[src/hdl/regbank_cfg.svh]
// Width, port count and queue depth macros for the register bank, included by package and RTL
`ifndef REGBANK_CFG_SVH
`define REGBANK_CFG_SVH

// Register data and address widths
`define REGBANK_DWIDTH 32
`define REGBANK_AWIDTH 4

// Number of addressable registers
`define REGBANK_REG_COUNT (1 << `REGBANK_AWIDTH)

// Write priority levels, level 0 is the strongest
`define REGBANK_NUM_WR 3

// Read clients sharing the single read port
`define REGBANK_NUM_RD 2

// Entries in every request and response queue
`define REGBANK_FIFO_DEPTH 4

`endif
[src/hdl/regbank_pkg.sv]
// Shared struct and scalar types for the register bank RTL and its testbench
`include "regbank_cfg.svh"

package regbank_pkg;

    // Scalar building blocks
    typedef logic [`REGBANK_AWIDTH-1:0] addr_t;
    typedef logic [`REGBANK_DWIDTH-1:0] data_t;

    // Read client index
    typedef logic [$clog2(`REGBANK_NUM_RD)-1:0] client_id_t;

    // Occupancy of a request or response queue
    typedef logic [$clog2(`REGBANK_FIFO_DEPTH+1)-1:0] count_t;

    // One write level, enable travels separately
    typedef struct packed {
        addr_t addr;
        data_t data;
    } wr_req_t;

    // Read request from a client
    typedef struct packed {
        addr_t addr;
    } rd_req_t;

    // Read answer, address echoed for matching
    typedef struct packed {
        addr_t addr;
        data_t data;
    } rd_rsp_t;

endpackage

[src/hdl/priority_regfile.sv]
// Two-stage register file with prioritized write levels and one pipelined read port
`timescale 1ns/1ps
`include "regbank_cfg.svh"

module priority_regfile #(
    parameter int NUM_PRIORITY_LEVELS = `REGBANK_NUM_WR
) (
    input  logic                                           clk,
    input  logic                                           rst_n,
    input  logic [NUM_PRIORITY_LEVELS-1:0]                 we,
    input  regbank_pkg::wr_req_t [NUM_PRIORITY_LEVELS-1:0] wr,
    input  regbank_pkg::addr_t                             raddr,
    output regbank_pkg::data_t                             rdata
);
    localparam int REG_COUNT = `REGBANK_REG_COUNT;

    regbank_pkg::data_t regs [REG_COUNT];

    // First stage registers
    logic [NUM_PRIORITY_LEVELS-1:0]                 we_q;
    regbank_pkg::wr_req_t [NUM_PRIORITY_LEVELS-1:0] wr_q;
    regbank_pkg::data_t                             rdata_q1;

    // Second stage output
    regbank_pkg::data_t rdata_q2;

    // Levels that survive the address conflict check
    logic [NUM_PRIORITY_LEVELS-1:0] wr_win;

    // Capture write requests and read the array
    always_ff @(posedge clk or negedge rst_n) begin
        if (!rst_n) begin
            we_q     <= '0;
            wr_q     <= '0;
            rdata_q1 <= '0;
        end else begin
            we_q     <= we;
            wr_q     <= wr;
            rdata_q1 <= regs[raddr];
        end
    end

    // A level loses when any lower-numbered active level hits the same address
    always_comb begin
        for (int lvl = 0; lvl < NUM_PRIORITY_LEVELS; lvl++) begin
            wr_win[lvl] = we_q[lvl];
            for (int hi = 0; hi < lvl; hi++) begin
                if (we_q[hi] && (wr_q[hi].addr == wr_q[lvl].addr)) begin
                    wr_win[lvl] = 1'b0;
                end
            end
        end
    end

    // Commit winning writes, forward read data
    always_ff @(posedge clk or negedge rst_n) begin
        if (!rst_n) begin
            rdata_q2 <= '0;
            for (int r = 0; r < REG_COUNT; r++) begin
                regs[r] <= '0;
            end
        end else begin
            rdata_q2 <= rdata_q1;
            for (int lvl = 0; lvl < NUM_PRIORITY_LEVELS; lvl++) begin
                if (wr_win[lvl]) begin
                    regs[wr_q[lvl].addr] <= wr_q[lvl].data;
                end
            end
        end
    end

    assign rdata = rdata_q2;

endmodule

[config.mk]
export PLATFORM = sky130hd
export DESIGN_NAME = priority_regfile
export DESIGN_NICKNAME = d
export VERILOG_FILES = /design/src/hdl/regbank_pkg.sv /design/src/hdl/priority_regfile.sv
export VERILOG_INCLUDE_DIRS = /design/src /design/src/hdl
export SDC_FILE = /design/constraint.sdc
export NUM_CORES = 1
export LEC_CHECK = 0
export ABC_CLOCK_PERIOD_IN_PS = 3170
export BUFFER_PORTS_ARGS = -buffer_cell sky130_fd_sc_hd__buf_4
export CAP_MARGIN = 30
export CORE_AREA = 4 4 370 372
export CTS_CLUSTER_DIAMETER = 40
export CTS_CLUSTER_SIZE = 12
export DETAILED_ROUTE_END_ITERATION = 10
export DIE_AREA = 0 0 374 376
export PLACE_DENSITY = 0.44
export SYNTH_ARGS = -nofsm -noshare
export SYNTH_HDL_FRONTEND = slang
export SYNTH_SLANG_ARGS = --single-unit
export TNS_END_PERCENT = 20
[constraint.sdc]
create_clock -name clk -period 3.17 [get_ports clk]
set_input_delay 0.7925 -clock clk [delete_from_list [all_inputs] [get_ports clk]]
set_output_delay 0.7925 -clock clk [all_outputs]
set_load 0.05 [all_outputs]
# Word-level counts from Yosys, hierarchy flattened
# Index checks and enable logic that the tools add are counted.
# Widths: inputs -> output; s select.
# totals
register_bits,687
out_inout_bits,32
# classes
order_cmp,7
n_eq_ne,3
n_mux,18
bitwise_logic,4
n_reduce_logical,6
# ops
operator,count
$bwmux 512,3
$mux 512,3
$demux 32 s4,3
$mux 32,5
$bmux 32 s4,1
$ge 5x5->1 const B,4
$not 4->5,4
$lt 5x1->1 const B,3
$eq 4x4->1,3
$logic_and 1x1->1,6
$mux 1,3

# Depth between registers and ports, before layout
# depth
word_depth,11
depth_mapped,8

# Worst setup path before layout
# OpenSTA, ideal clock, no wires.
# synth_timing
path_kind,in2reg
start,input raddr[0]
end,register rdata_q1[12]
arrival_ns,2.611
required_time_ns,3.032
slack_ns,0.421
cell_stages,4
cell_sequence,buf_2 > buf_1 > mux4_2 > mux4_2
# synth_between
elab_chain_len,4
# synth_lines
item,line_no,source
from (decl),priority_regfile.sv:12,"input regbank_pkg::addr_t raddr,"
$not 4->5 (not written as such),priority_regfile.sv:39,rdata_q1 <= regs[raddr];
$bmux 32 s4,priority_regfile.sv:39,
$mux 32 (not written as such) (2 in series),priority_regfile.sv:39,
to (signal assigned),priority_regfile.sv:39,
to (decl),priority_regfile.sv:22,regbank_pkg::data_t rdata_q1;
# No other way between the ends. The select of a mux whose other input is x is not followed.

# Worst setup path after layout
# layout_timing
start,register we_q[0]
end,register regs[315] in the netlist's numbering
# layout_between
elab_chain_len,5
elab_cells_between_ends,10
classes_between,mux: 8; reduce/logical: 2
# layout_lines
item,line_no,source
from (decl),priority_regfile.sv:20,logic [NUM_PRIORITY_LEVELS-1:0] we_q;
from (signal assigned),priority_regfile.sv:37,we_q <= we;
$mux 512 or $logic_and 1x1->1 (tied branches),"priority_regfile.sv:65, priority_regfile.sv:48",
$bwmux 512 or $mux 1 (tied branches),"priority_regfile.sv:66, priority_regfile.sv:48",
$mux 512,priority_regfile.sv:65,if (wr_win[lvl]) begin
$bwmux 512,priority_regfile.sv:66,regs[wr_q[lvl].addr] <= wr_q[lvl].data;
$mux 512 (*),priority_regfile.sv:65,
"to (signal, indexed assignment)",priority_regfile.sv:66,
to (decl),priority_regfile.sv:17,regbank_pkg::data_t regs [REG_COUNT];
# Mark *: on every way between the ends. The rest lies on a longest branch, timed or not.

==> results.txt <==
The share of synthesized flip-flops with an asynchronous set or reset was 1.00; the total congestion overflow was 0. For the setup violation total in the final timing report, the log shows 0. The clock period could shrink to 2.77 ns. The path with the worst hold slack has its endpoint at wr_q[104]. The net load switching power came out at 10.1 mW. Flop and latch count out of synthesis: 687. Summing every instance area after synthesis gives 0.0399 mm^2. The total power density per cell area works out to 745 mW/mm^2. The H-tree was split into 4 levels.

Before antenna repair, the detailed router went through 5 iterations. The tools report the synthesized net count as 2891. In this run, synthesis inferred 0 flip-flops with an integrated enable. Port buffering added 148 buffers. The tools report the aggregate negative setup slack as 0 ns. The worst-case headroom to the max-slew limit was 0.413; the fraction of power spent switching nets was 0.276.

The start point of the critical path was we_q[0]. The proportion of synthesized chip area in sequential cells came out at 0.431. The cell at the root of the clock tree was sky130_fd_sc_hd__clkbuf_16. The pin count of the biggest net entering global routing is 72, and the critical path arrival is 3.40 ns.

The setup path with the least slack is of type reg -> reg. The tree built by TritonCTS fans out to 687 sinks. The share of post-route cells with drive strength above 1 was 0.732. STA puts the critical path data required time at 3.80 ns. The clock reaches the later pin of the worst-skew pair after 0.77 ns.

After detailed routing, the number of remaining DRC violations is 0. The tools report the achievable frequency as 361 MHz. The distinct cell type count after synthesis was 27; the actual slew at the worst max-slew pin was 0.880 ns. The worst clock skew was 0.0311 ns; the height of the die was 376 um.

The logs give 0.299 for the starting utilization of the core area and 0.495 mV for the worst voltage drop across the vdd grid. Setup repair after global routing left no endpoint under its margin. The global-route usage over all layers was 0.216; the synthesis warning total was 0. After detailed routing, the average wire length per cell comes to 31.5 um.

The number of clock buffers added by TritonCTS is 151. The beginning of the worst register-to-register path was we_q[0]. The via count normalized by instance count came out at 5.31. The maximum buffer depth of the clock tree was 3.

The kind of start point of the critical path is a flip-flop. The cell area after placement came out at 0.0441 mm^2. At the end of the flow, the number of nets in the layout was 3057. The clock network fraction of total power was 0.425. The main flop type after synthesis was sky130_fd_sc_hd__dfrtp_1. The share of power burned in registers was 0.345.

TritonCTS built the clock tree. The number of slew-limit violations in the final report is 0, and the combinational share of power is 0.230. The initialized floorplan defines 134 standard-cell rows. The I/O pin count is 149. The die span in x is 374 um.

Counting cells, the worst reg-to-reg path comes to 6. The initial detailed-routing violation count was 1505; the number of instances on the worst hold path was 1. In this run the register-to-register setup slack is 0.40 ns. Internal power comes to 26.6 mW.

The average instance in the mapped netlist occupies 14.4 um^2. The logs give 0.0492 mm^2 for the cell area after layout and 28364 for the via count of the first global-routing pass. Period utilization: 0.873. The run finished with clean final reports.

Compared with the post-synthesis result, the final layout area differs by 23.4%. The minimum setup slack after placement is 0.469 ns. The routed layout has 25646 vias. In this run the worst path has a maximum fanout of 14.

The tools report the weighted congestion reported at the end of routability-driven placement as 0.762. After clock tree synthesis, the clock-pin slew on the worst setup and hold paths is 0.05 ns. The core region is 0.133 mm^2. Summed over all nets, the half-perimeter wirelength after detailed placement is 93600 um.

The tools report the startpoint of the most critical hold path as wr[104]. The worst setup path is captured at a flip-flop. The worst hold path belongs to the class in -> reg. Once detail routing completed, the nets flagged for antenna violations numbered 0. The max-capacitance violation count is 0. The run gives 0 as the count of final hold-check violations. Wires add up to 152000 um. The logs give 0.141 mm^2 for the area of the die and 19.8 nW for the leakage power. Number of antenna violations at the first check in global routing: 3. The end of the worst register-to-register path was regs[315]. Setup slack closes at 0.403 ns. Synthesis produced 2774 cells. For the first-pass GRT wire length, the log shows 218000 um.
cells by family (layout without fill, tap and decap cells):
| family | count (synthesis) | count (layout) | share of synthesized area |
|---|---|---|---|
| other | 0 | 1 | 0 |
| AO/OA/AOI/OAI | 1 | 1 | 0.000408 |
| flip-flops | 687 | 687 | 0.431 |
| buffers and inverters | 285 | 576 | 0.0289 |
| XOR/XNOR | 11 | 11 | 0.00241 |
| AND/OR/NAND/NOR | 94 | 94 | 0.0139 |
| multiplexers | 1696 | 1696 | 0.524 |
repair_timing:
item / CTS / global route
setup buffers: 0 / 0
endpoints found under the hold margin: 4 / 0
hold buffers: 1 / 0
gates resized for setup: 0 / 0
layout make-up:
class	count	area, um^2
timing repair buffer	298	2920
tap	1768	2210
multi-input combinational	1802	21800
clock buffer	188	4120
sequential	687	17200
clock inverter	90	965
antenna	1	2.50
fill	12516	84100
worst max-delay path: stages, from the launching register on:
cell                      delay (ns)
sky130_fd_sc_hd__dfrtp_1        0.53
sky130_fd_sc_hd__nor3b_2        0.51
sky130_fd_sc_hd__and3_2         0.30
sky130_fd_sc_hd__buf_4          0.37
sky130_fd_sc_hd__mux2_2         0.38
sky130_fd_sc_hd__mux2_2         0.26
sky130_fd_sc_hd__mux2_2         0.26
metrics by stage:
stage / utilization / hold WS, ns / total power [mW] / instances
4_1_cts: 0.369 / 0.0524 / 37.1 / 4833
3_3_place_gp: 0.331 / 0.334 / 20.9 / 4554
6_report: 0.369 / 0.125 / 36.7 / 4834
5_1_grt: 0.369 / 0.0793 / 38.4 / 4833
3_5_place_dp: 0.331 / 0.335 / 21.3 / 4554
2_1_floorplan: - / 0.331 / 18.8 / 2774
cell usage after synthesis, types with 8 or more instances:
library cell	count	area, um^2
sky130_fd_sc_hd__buf_1	44	165
sky130_fd_sc_hd__buf_2	63	315
sky130_fd_sc_hd__clkbuf_1	177	664
sky130_fd_sc_hd__dfrtp_1	687	17200
sky130_fd_sc_hd__mux2_1	62	698
sky130_fd_sc_hd__mux2_2	1474	16600
sky130_fd_sc_hd__mux4_2	160	3600
sky130_fd_sc_hd__nand2_1	24	90.1
sky130_fd_sc_hd__nand2b_1	8	50.1
sky130_fd_sc_hd__nor2_1	22	82.6
sky130_fd_sc_hd__nor4_2	11	138
state kept, by name (all words and copies together), names as in the netlist:
| register | flops |
|---|---|
| rdata_q1 | 32 |
| rdata | 32 |
| we_q | 3 |
| regs | 512 |
| wr_q | 108 |
worst max-delay path by stage:
stage          slack (ns)  depth (start not counted)      endpoint
6_report             0.40                          6     regs[315]
5_1_grt              0.34                          6     regs[305]
4_1_cts              0.44                          6     regs[309]
3_5_place_dp         0.47                          6     regs[315]
3_3_place_gp         0.46                          6     regs[315]
2_1_floorplan        0.42                          4  rdata_q1[12]
per-layer routing:
layer | track usage | part of all wire | up-vias
met1 | 0.289 | 0.45 | 14022
li1 | - | - | 10796
met4 | 0.0726 | 0.032 | 0
met5 | 0 | 0 | -
met2 | 0.354 | 0.48 | 588
met3 | 0.0358 | 0.035 | 240
power groups by stage:
stage	Combinational (mW)	Sequential (mW)	Clock, mW
6_report	8.44	12.6	15.6
5_1_grt	9.15	12.9	16.4
4_1_cts	8.53	12.6	16.0
3_5_place_dp	8.49	12.8	0
3_3_place_gp	8.22	12.7	0
2_1_floorplan	6.31	12.5	0
cell usage in the layout (no fill, tap or decap), types with 8 or more instances in the layout:
cell type / synthesis / routed
sky130_fd_sc_hd__buf_12: 0 / 53
sky130_fd_sc_hd__buf_4: 1 / 241
sky130_fd_sc_hd__bufinv_16: 0 / 9
sky130_fd_sc_hd__clkbuf_1: 177 / 18
sky130_fd_sc_hd__clkbuf_16: 0 / 152
sky130_fd_sc_hd__clkbuf_8: 0 / 18
sky130_fd_sc_hd__clkinv_2: 0 / 27
sky130_fd_sc_hd__clkinv_4: 0 / 10
sky130_fd_sc_hd__clkinvlp_4: 0 / 17
sky130_fd_sc_hd__dfrtp_1: 687 / 687
sky130_fd_sc_hd__inv_6: 0 / 16
sky130_fd_sc_hd__mux2_1: 62 / 62
sky130_fd_sc_hd__mux2_2: 1474 / 1474
sky130_fd_sc_hd__mux4_2: 160 / 160
sky130_fd_sc_hd__nand2_2: 0 / 17
sky130_fd_sc_hd__nand2b_1: 8 / 8
sky130_fd_sc_hd__nor2_1: 22 / 13
sky130_fd_sc_hd__nor2_4: 0 / 9
sky130_fd_sc_hd__nor4_4: 0 / 11
(Power assumes the default switching activity.)
