## config.mk

```make
export PLATFORM = sky130hd
export DESIGN_NAME = sync_fifo
export DESIGN_NICKNAME = d
export VERILOG_FILES = /design/src/hdl/sync_fifo.sv
export VERILOG_INCLUDE_DIRS = /design/src /design/src/hdl
export SDC_FILE = /design/constraint.sdc
export NUM_CORES = 1
export LEC_CHECK = 0
export BUFFER_PORTS_ARGS = -buffer_cell sky130_fd_sc_hd__buf_4
export CELL_PAD_IN_SITES_DETAIL_PLACEMENT = 1
export CELL_PAD_IN_SITES_GLOBAL_PLACEMENT = 1
export CORE_ASPECT_RATIO = 0.6
export CORE_MARGIN = 5
export CORE_UTILIZATION = 40
export CTS_CLUSTER_SIZE = 28
export DETAILED_ROUTE_END_ITERATION = 7
export PLACE_DENSITY_LB_ADDON = 0.1
export SYNTH_ARGS = -nofsm -noshare
export SYNTH_HDL_FRONTEND = slang
export SYNTH_SLANG_ARGS = --single-unit
```

## constraint.sdc

```tcl
create_clock -name clk -period 2.6 [get_ports clk]
set_clock_uncertainty 0.05 [all_clocks]
set_input_delay 0.65 -clock clk [delete_from_list [all_inputs] [get_ports clk]]
set_output_delay 0.65 -clock clk [all_outputs]
set_load 0.02 [all_outputs]
```

## src/hdl/regbank_cfg.svh

```systemverilog
// Width, port count and queue depth macros for the register bank, included by package and RTL
`ifndef REGBANK_CFG_SVH
`define REGBANK_CFG_SVH

// Register data and address widths
`define REGBANK_DWIDTH 32
`define REGBANK_AWIDTH 4

// Number of addressable registers
`define REGBANK_REG_COUNT (1 << `REGBANK_AWIDTH)

// Write priority levels, level 0 is the strongest
`define REGBANK_NUM_WR 3

// Read clients sharing the single read port
`define REGBANK_NUM_RD 2

// Entries in every request and response queue
`define REGBANK_FIFO_DEPTH 4

`endif
```

## src/hdl/sync_fifo.sv

```systemverilog
// Synchronous circular-buffer FIFO with a type parameter payload, used for read requests and responses
`timescale 1ns/1ps
`include "regbank_cfg.svh"

module sync_fifo #(
    parameter type item_t = logic [`REGBANK_DWIDTH-1:0],
    parameter int  DEPTH  = `REGBANK_FIFO_DEPTH
) (
    input  logic                       clk,
    input  logic                       rst_n,
    input  logic                       push,
    input  item_t                      push_data,
    output logic                       full,
    input  logic                       pop,
    output item_t                      pop_data,
    output logic                       empty,
    output logic [$clog2(DEPTH+1)-1:0] count
);
    localparam int PTR_W = (DEPTH > 1) ? $clog2(DEPTH) : 1;
    localparam int CNT_W = $clog2(DEPTH + 1);

    item_t            mem [DEPTH];
    logic [PTR_W-1:0] wr_ptr;
    logic [PTR_W-1:0] rd_ptr;
    logic             do_push;
    logic             do_pop;

    // Pointer advance with wrap for any depth
    function automatic logic [PTR_W-1:0] ptr_next(input logic [PTR_W-1:0] ptr);
        logic [PTR_W-1:0] nxt;
        nxt = (ptr == PTR_W'(DEPTH - 1)) ? '0 : ptr + 1'b1;
        return nxt;
    endfunction

    // Flags follow the registered count
    assign full     = (count == CNT_W'(DEPTH));
    assign empty    = (count == '0);
    assign do_push  = push && !full;
    assign do_pop   = pop && !empty;
    assign pop_data = mem[rd_ptr];

    always_ff @(posedge clk) begin
        if (do_push) begin
            mem[wr_ptr] <= push_data;
        end
    end

    always_ff @(posedge clk or negedge rst_n) begin
        if (!rst_n) begin
            wr_ptr <= '0;
            rd_ptr <= '0;
            count  <= '0;
        end else begin
            if (do_push) begin
                wr_ptr <= ptr_next(wr_ptr);
            end
            if (do_pop) begin
                rd_ptr <= ptr_next(rd_ptr);
            end
            case ({do_push, do_pop})
                2'b10:   count <= count + 1'b1;
                2'b01:   count <= count - 1'b1;
                default: count <= count;
            endcase
        end
    end

endmodule

```

# ---- After elaboration in Yosys (flattened, before gate mapping)
# Memories as Yosys holds them, arrays and structs flattened.
# Cells that the tools add are included.
dict set report word_totals {
  register_bits 7
  mem_bits_rw 128
  in_bits 36
  output_inout_bits 37
  word_cells 24
  n_memories 1
}
# memory depth word_bits rd rd_clocked_by_memory_dff write_ports line
set memory_table {}
lappend memory_table {mem 4 32 1 0 1 sync_fifo.sv:22} ;# item_t mem [DEPTH];
dict set report op_classes {
  add_sub_neg 4
  n_eq_ne 5
  muxes 5
  n_reduce_logical 6
}
# op n
set op_table {}
lappend op_table {{equality test 2 bit, second input constant} 3}
lappend op_table {{one-hot mux 3 bit (2 select lines)} 1}
lappend op_table {{adder 2 x 1 -> 2 bit, second input constant} 2}
lappend op_table {{two-way mux 2 bit} 2}
lappend op_table {{adder 3 x 1 -> 3 bit, second input constant} 1}
lappend op_table {{equality test 3 bit, second input constant} 1}
lappend op_table {{zero test 3 bit} 1}
lappend op_table {{subtractor 3 x 1 -> 3 bit, second input constant} 1}
lappend op_table {{equality test 2 x 1 -> 1 bit, second input constant} 1}
lappend op_table {{logical AND 1 bit} 2}
lappend op_table {{zero test 1 bit} 2}
lappend op_table {{two-way mux 1 bit} 2}
lappend op_table {{nonzero test 2 bit} 1}

# ---- Depth between registers and ports, before layout
# Gate-level depths: netlist of run 1.
dict set report depth {
  word_depth 5
  mapped_depth 9
}

# ---- Worst setup path after synthesis of run 1
# OpenSTA, ideal clock, no wires.
dict set report synth_path {
  kind {register to register}
  start {register count[0]}
  end {register count[2]}
  t_arrival_ns 2.079
  required_time_ns 2.418
  slack_ns 0.339
  path_stages_with_launch 10
  n_path_buf 0
  period_less_slack_ns 2.261
  path_cell_list {dfrtp_1 -> nor3_1 -> nand2b_1 -> inv_1 -> ha_1 -> inv_1 -> fa_1 -> xor2_1 -> nor2_1 -> xor2_1}
}
dict set report synth_via {
  elab_chain_cells 5
}
# element line
set synth_rtl {}
lappend synth_rtl {{from (decl)} sync_fifo.sv:17} ;# output logic [$clog2(DEPTH+1)-1:0] count
lappend synth_rtl {{from (signal assigned)} sync_fifo.sv:61} ;# 2'b10: count <= count + 1'b1;
lappend synth_rtl {{from (signal assigned)} sync_fifo.sv:62} ;# 2'b01: count <= count - 1'b1;
lappend synth_rtl {{from (signal assigned)} sync_fifo.sv:63} ;# default: count <= count;
lappend synth_rtl {{zero test 3 bit *} sync_fifo.sv:37} ;# assign empty = (count == '0);
lappend synth_rtl {{named net empty} sync_fifo.sv:16} ;# output logic empty,
lappend synth_rtl {{zero test 1 bit *} sync_fifo.sv:39} ;# assign do_pop = pop && !empty;
lappend synth_rtl {{logical AND 1 bit *} sync_fifo.sv:39}
lappend synth_rtl {{named net do_pop} sync_fifo.sv:26} ;# logic do_pop;
lappend synth_rtl {{equality test 2 x 1 -> 1 bit / equality test 2 bit (equally long branches)} sync_fifo.sv:60} ;# case ({do_push, do_pop})
lappend synth_rtl {{one-hot mux 3 bit (2 select lines) / nonzero test 2 bit (equally long branches)} --}
# The timed path passes the listed nets; every way through them passes the cells marked *.
# A chain may end at the register's enable or synchronous reset.

==> out/metrics.yaml, run 1 <==
required_ns: 1.90
die_w_um: 156
port_buffers: 72
gp_congestion: 0.662
placed_area_um2: 5910
worst_slew_pin_slew_ns: 0.345
synth_top_area_frac: 0.751
setup_tns_ns: 0
synth_warnings: 0
cp_max_fo: 17
syn_to_final_growth_pct: 26.7
rows: 32
timing.fmax_ghz: 0.404
antenna_cells: 0
hold_violations: 0
grt_antenna_before_repair: 0
cts-root-buf: "clkbuf_16"
syn_avg_cell_area_um2: 24.6
synthesis.area_um2: 5120
slew_headroom: 0.770
initial_core_util: 0.403
ys_ff_latch: 135
p_total_w: 0.00794
cts_buffers: 17
hold_depth: 1
track_usage: 0.134
layout-drive-gt1-share: 0.476
period_share: 0.953
synthCells: 208
numClockSinks: 135
ys_types: 21
drv_cap: 0
dp_hpwl_mm: 6.28
die_area_um2: 15200
fin_util: 0.511
hp-class: "primary input to register"
min_to: "mem[3][23]"
grt_pass1_wl_mm: 15.1
grt-ovfl-total: 0
clk_latency_ns: 0.40
ys.flop_type: "edfxtp_1"
synth_top_area_cell: "edfxtp_1"
clk_pin_slew_ns: 0.06
ant_nets: 0
end_kind: "output port"
rrSetupSlack_ns: 0.48
critPathLaunchType: "register"
synthTopCellsByCount: "128 x edfxtp_1, 28 x mux4_2, 7 x dfrtp_1, 7 x inv_1, 6 x ha_1"
reg2regPathDepth: 9
synth_nets: 251
hold_start: "push_data[23]"
layout.nets: 345
core_um2: 12700
arrival_ns: 1.78
peakVddDrop_uv: 582
critPathKind: "register to output port"
die_h_um: 97.6
p_per_area_nw_per_um2: 1220
hold_ws_ns: 0.392
drt-vias-per-instance: 4.90
drc: 0
r2r_start: "count[0]"
wl_per_cell_um: 19.9
nFillCells: 1113
synth_edf_count: 128
p_leak_nw: 2.31
min_period_ns: 2.48
yosys-top-cells-area: "edfxtp_1 75%, mux4_2 12%, dfrtp_1 3.4%"
stdcell_area_um2: 6480
setup_viol_count_final: 0
synth.most_common_cell: "edfxtp_1"
initialDrtViolationCount: 91
seq_area_frac_synth: 0.786
slew_viol_final: 0
postRouteWirelength_mm: 9.65
pin_count: 73
cts_tree: "yes"
status: "completed"
grt_max_degree: 23
grt_pass1_vias: 2628
rsz0062_at_grt: "no"
htree_levels: 4
clockBufferDepth: 2
reg2reg_to: "count[2]"
num_vias: 2375
synth-async-reset-ratio: 0.0519
first_pass_iters: 5
critical path, cell delays in order (launching register included):
cell	delay, ns
dfrtp_2	0.40
buf_8	0.21
mux4_1	0.58
buf_4	0.17
timing repair:
item / 4_1_cts / 5_1_grt
resized for setup: 1 / 1
endpoints found under the setup margin: 3 / 2
setup buffers: 0 / 0
hold buffers: 1 / 0
endpoints found under the hold margin: 7 / 0
through the flow:
| stage | std cells | worst slack (ns) |
|---|---|---|
| 2_1_floorplan | 208 | 0.339 |
| 3_3_place_gp | 452 | 0.445 |
| 3_5_place_dp | 452 | 0.400 |
| 4_1_cts | 485 | 0.0626 |
| 5_1_grt | 485 | 0.0228 |
| 6_report | 485 | 0.122 |
cell families (layout without fill, tap and decap cells):
group,after synthesis,after routing,share of synthesized area
adder cells (fa/ha/maj),7,7,0.0186
buffers and inverters,15,122,0.0227
multiplexers,37,37,0.155
AND/OR/NAND/NOR,11,11,0.0134
XOR/XNOR,3,3,0.00514
flip-flops,135,135,0.786
flip-flops by register name, summed over array words and instances (netlist names):
signal	flops
wr_ptr	2
mem	128
rd_ptr	2
count	3
layer usage:
metal | part of all wire | vias to the layer above | global-route usage
met5 | 0 | - | 0
met4 | 0.0087 | 0 | 0.0424
met3 | 0.052 | 12 | 0.0476
met2 | 0.48 | 64 | 0.204
met1 | 0.46 | 1244 | 0.179
li1 | - | 1055 | -
final cells by class:
| type | instances | area, µm² | area share |
|---|---|---|---|
| Clock buffer | 18 | 429 | 0.0662 |
| Clock inverter | 14 | 124 | 0.0191 |
| Inverter | 7 | 26.3 | 0.00405 |
| Multi-Input combinational cell | 58 | 986 | 0.152 |
| Sequential cell | 135 | 4020 | 0.620 |
| Tap cell | 170 | 213 | 0.0328 |
| Timing Repair Buffer | 83 | 683 | 0.105 |
worst max-delay path by stage:
stage | from | endpoint | cells after the start
floorplan | count[0] | count[2] | 9
global placement | rd_ptr[0] | pop_data[31] | 3
detailed placement | push | count[2] | 9
CTS | rd_ptr[0] | pop_data[2] | 3
global route | rd_ptr[0] | pop_data[2] | 3
finish | rd_ptr[0] | pop_data[1] | 3
cell usage in the layout (no fill, tap or decap), types with 4 or more instances in the layout:
cell | netlist | layout
buf_12 | 3 | 4
edfxtp_1 | 128 | 128
dfrtp_1 | 7 | 5
ha_1 | 6 | 6
mux2_2 | 4 | 4
and2_2 | 0 | 4
clkinv_4 | 0 | 4
inv_1 | 7 | 7
mux4_2 | 28 | 28
buf_4 | 0 | 77
clkbuf_16 | 0 | 17
mux4_1 | 4 | 4
inv_6 | 0 | 4
power breakdown:
group	internal [W]	total (W)	switching (W)	leakage (nW)
sequential	0.00289	0.00307	0.000186	1.25
clock	0.00132	0.00222	0.000897	0.268
combinational	0.00126	0.00265	0.00139	0.790
Power figures use the tool's default switching activity.
==> run 2: changes to the inputs <==
--- a/config.mk
+++ b/config.mk
@@ -15,6 +15,7 @@
 export CTS_CLUSTER_SIZE = 28
 export DETAILED_ROUTE_END_ITERATION = 7
 export PLACE_DENSITY_LB_ADDON = 0.1
+export RECOVER_POWER = 100
 export SYNTH_ARGS = -nofsm -noshare
 export SYNTH_HDL_FRONTEND = slang
 export SYNTH_SLANG_ARGS = --single-unit
==> out/metrics.yaml, run 2 (synthesized netlist as in run 1, its figures left out) <==
status: "completed"
nFillCells: 1152
rows: 32
antenna_cells: 0
p_comb_frac: 0.309
placed_area_um2: 5910
gp_congestion: 0.662
dp_hpwl_mm: 6.28
clk_pin_slew_ns: 0.05
critPathLaunchType: "register"
clockBufferDepth: 2
layout-drive-gt1-share: 0.330
critPathKind: "register to output port"
end_kind: "output port"
required_ns: 1.90
slew_viol_final: 0
syn_to_final_growth_pct: 21.4
first_pass_iters: 6
cts_buffers: 17
die_area_um2: 15200
period_share: 0.951
num_vias: 2356
grt_max_degree: 23
wl_met3_um: 556
postRouteWirelength_mm: 9.62
ant_nets: 0
drc: 0
htree_levels: 4
top_layer: "met4"
setup_viol_count_final: 0
layout_commonest_cell: "edfxtp_1"
grt-ovfl-total: 0
seqPwrFrac: 0.402
rsz0062_at_grt: "no"
core_um2: 12700
switching_share: 0.321
wl_met1_mm: 4.41
p_sw_w: 0.00245
cts_tree: "yes"
p_per_area_nw_per_um2: 1230
largest_reg_flops: 128
cp_max_fo: 17
p_int_w: 0.00519
largestRegisters: "mem x128, count x3"
drt-vias-per-instance: 4.86
setup_tns_ns: 0
grt_pass1_vias: 2628
fin_cells: 485
die_w_um: 156
cts-root-buf: "clkbuf_16"
pin_count: 73
initialDrtViolationCount: 66
drv_cap: 0
dp_cells: 452
mostFrequentLayoutCells: "128 x edfxtp_1, 44 x clkbuf_1, 30 x clkbuf_2, 28 x mux4_2, 17 x clkbuf_16"
arrival_ns: 1.77
worst_slew_pin_slew_ns: 0.860
track_usage: 0.134
clk_latency_ns: 0.40
regMostFlops: "mem"
slew_headroom: 0.427
dp_slack_ns: 0.400
initial_core_util: 0.403
fin_ws_ns: 0.128
grt_antenna_before_repair: 0
numClockSinks: 135
die_h_um: 97.6
wl_met2_mm: 4.59
peakVddDrop_uv: 562
min_period_ns: 2.47
layout.nets: 345
grt_pass1_wl_mm: 15.1
stdcell_area_um2: 6210
port_buffers: 72
p_leak_nw: 2.12
p_total_w: 0.00764
wl_per_cell_um: 19.8
hp-class: "primary input to register"
hold_violations: 0
timing.fmax_ghz: 0.405
clkPwrFrac: 0.289
## run 2: cell types whose count changed in the layout (fill, tap and decap cells not counted), moves of 2 or more
cell	delta
buf_4	-73
clkbuf_2	+30
buf_12	-2
clkbuf_1	+43
## run 2: per-stage QoR
step / utilization / hold slack, ns
CTS: 0.510 / 0.374
global route: 0.489 / 0.460
global placement: 0.466 / 0.428
finish: 0.489 / 0.451
floorplan: - / 0.304
detailed placement: 0.466 / 0.428
## run 2: power by group through the flow
stage | Clock [W] | Sequential (W) | Combinational, W
finish | 0.00221 | 0.00307 | 0.00236
global route | 0.00239 | 0.00312 | 0.00256
CTS | 0.00229 | 0.00308 | 0.00272
detailed placement | 0 | 0.00312 | 0.00271
global placement | 0 | 0.00310 | 0.00269
floorplan | 0 | 0.00306 | 0.00174
## run 2: worst max-delay path, stage by stage (launching register included)
cell and delay [ns]:
dfrtp_2 0.40, buf_8 0.21, mux4_1 0.57, clkbuf_2 0.17
## run 2: per-layer routing
layer / global-route usage / up-vias
met3: 0.0476 / 9
met2: 0.204 / 63
li1: - / 1055
met1: 0.179 / 1229
met5: 0 / -
met4: 0.0424 / 0
## run 2: cell type report
class / instances / area, µm² / area share
sequential: 135 / 4020 / 0.648
multi-input combinational: 58 / 977 / 0.157
clock buffer: 18 / 429 / 0.0691
timing repair buffer: 83 / 419 / 0.0675
tap: 170 / 213 / 0.0343
clock inverter: 14 / 124 / 0.0199
inverter: 7 / 26.3 / 0.00423
## run 2: timing repair
item	CTS	global route
buffers inserted	0	0
hold buffers	1	0
hold endpoints to repair	7	0
setup endpoints to repair	3	2
resized for setup	1	1
## run 2: final timing paths
path                       cells past startpoint           to          from  slack [ns]
setup / recovery                               3  pop_data[1]     rd_ptr[0]        0.13
hold / removal                                 1    mem[0][0]  push_data[0]        0.45
setup reg to reg                               9     count[2]      count[0]        0.29
hold reg to reg                                1     count[2]      count[2]        0.49
max in group asynchronous                      2    rd_ptr[1]         rst_n        1.51
min in group asynchronous                      2     count[0]         rst_n        0.65
==> run 3: changes to the inputs <==
==> constraint.sdc (replaced) <==
create_clock -name clk -period 2.4 [get_ports clk]
set_clock_uncertainty 0.05 [all_clocks]
set_input_delay 0.6 -clock clk [delete_from_list [all_inputs] [get_ports clk]]
set_output_delay 0.6 -clock clk [all_outputs]
set_load 0.02 [all_outputs]
==> out/metrics.yaml, run 3 (synthesized netlist as in run 1, its figures left out) <==
critPathLaunchType: "register"
dp_hpwl_mm: 6.15
p_leak_nw: 2.21
p_int_w: 0.00629
wl_met2_mm: 4.54
arrival_ns: 1.74
num_vias: 2342
slew_viol_final: 0
ant_nets: 0
numClockSinks: 135
track_usage: 0.138
htree_levels: 4
peakVddDrop_uv: 676
grt_pass1_wl_mm: 15.5
largestRegisters: "mem x128, count x3"
die_w_um: 156
switching_share: 0.308
initialDrtViolationCount: 63
clkPwrFrac: 0.296
wl_met3_um: 514
critPathKind: "register to output port"
grt-ovfl-total: 0
setup_viol_count_final: 0
p_comb_frac: 0.343
drt-vias-per-instance: 4.81
drv_cap: 0
postRouteWirelength_mm: 9.67
period_share: 0.995
initial_core_util: 0.403
hold_depth: 1
timing.fmax_ghz: 0.419
reg2regPathDepth: 4
p_sw_w: 0.00281
core_um2: 12700
drc: 0
p_per_area_nw_per_um2: 1410
cp_max_fo: 18
pin_count: 73
hold_start: "push_data[0]"
rrSetupSlack_ns: 0.23
hold_ws_ns: 0.404
hold_violations: 0
wl_met1_mm: 4.51
cts_buffers: 17
status: "completed"
rsz0062_at_grt: "yes"
end_kind: "output port"
min_period_ns: 2.39
syn_to_final_growth_pct: 26.5
antenna_cells: 0
wl_per_cell_um: 19.9
die_h_um: 97.6
layout.nets: 347
rows: 32
worst_slew_pin_slew_ns: 0.567
first_pass_iters: 3
slew_headroom: 0.622
clk_pin_slew_ns: 0.06
largest_reg_flops: 128
seqPwrFrac: 0.361
clk_latency_ns: 0.41
top_layer: "met4"
min_to: "mem[0][0]"
hp-class: "primary input to register"
clockBufferDepth: 2
p_total_w: 0.00910
required_ns: 1.75
r2r_start: "count[2]"
grt_pass1_vias: 2691
grt_max_degree: 23
layout-drive-gt1-share: 0.372
cts_tree: "yes"
cts-root-buf: "clkbuf_16"
gp_congestion: 0.685
regMostFlops: "mem"
layout_commonest_cell: "edfxtp_1"
mostFrequentLayoutCells: "128 x edfxtp_1, 38 x clkbuf_1, 33 x buf_6, 32 x mux4_2, 17 x clkbuf_16"
reg2reg_to: "mem[3][23]"
grt_antenna_before_repair: 0
port_buffers: 72
die_area_um2: 15200
==> run 3: changes by cell type in the layout (fill, tap and decap cells not counted), sizes merged <==
cell      change
clkinvlp      +2
inv           +2
buf          +31
bufinv        +2
clkinv        -5
clkbuf       -30
==> run 3: metrics by stage <==
stage / utilization / setup TNS, ns / cell area (µm²) / std cells / setup slack, ns
finish: 0.510 / 0 / 6470 / 487 / 0.0121
global route: 0.510 / -1.06 / 6470 / 487 / -0.0677
CTS: 0.518 / -0.177 / 6580 / 487 / -0.0294
detailed placement: 0.466 / 0 / 5910 / 454 / 0.240
global placement: 0.466 / 0 / 5910 / 454 / 0.307
floorplan: - / 0 / 5120 / 208 / 0.139
==> run 3: layout make-up <==
cell class                 count  area [µm²]
fill                        1161        6220
sequential                   135        4020
multi-input combinational     58         962
timing repair buffer          85         632
clock buffer                  17         425
tap                          170         213
clock inverter                15         191
inverter                       7        26.3
==> run 3: layer usage <==
metal,global-route usage,vias to the layer above
li1,-,1054
met1,0.189,1224
met2,0.203,53
met3,0.0534,11
met4,0.0464,0
met5,0,-
==> run 3: repair_timing <==
action / CTS / global route
gates resized for setup: 18 / 18
buffers inserted: 0 / 0
endpoints found under the setup margin: 18 / 32
hold endpoints to repair: 7 / 0
hold buffers: 1 / 0
cloned: 0 / 0
==> run 3: worst max path at each step <==
stage	startpoint	endpoint	cells after the start
detailed placement	push	count[2]	9
finish	rd_ptr[0]	pop_data[17]	3
global route	rd_ptr[0]	pop_data[3]	3
CTS	rd_ptr[0]	pop_data[3]	3
floorplan	count[0]	count[2]	9
global placement	push	count[2]	9
==> run 3: power groups by stage <==
stage          combinational [W]  clock [W]  sequential [W]
2_1_floorplan            0.00188          0         0.00331
3_3_place_gp             0.00298          0         0.00331
3_5_place_dp             0.00300          0         0.00333
4_1_cts                  0.00315    0.00277         0.00329
5_1_grt                  0.00335    0.00289         0.00333
6_report                 0.00312    0.00269         0.00328
==> run 3: critical path: stages (launching register included) <==
cell,delay [ns]
dfrtp_2,0.41
buf_12,0.21
mux4_2,0.56
buf_6,0.16
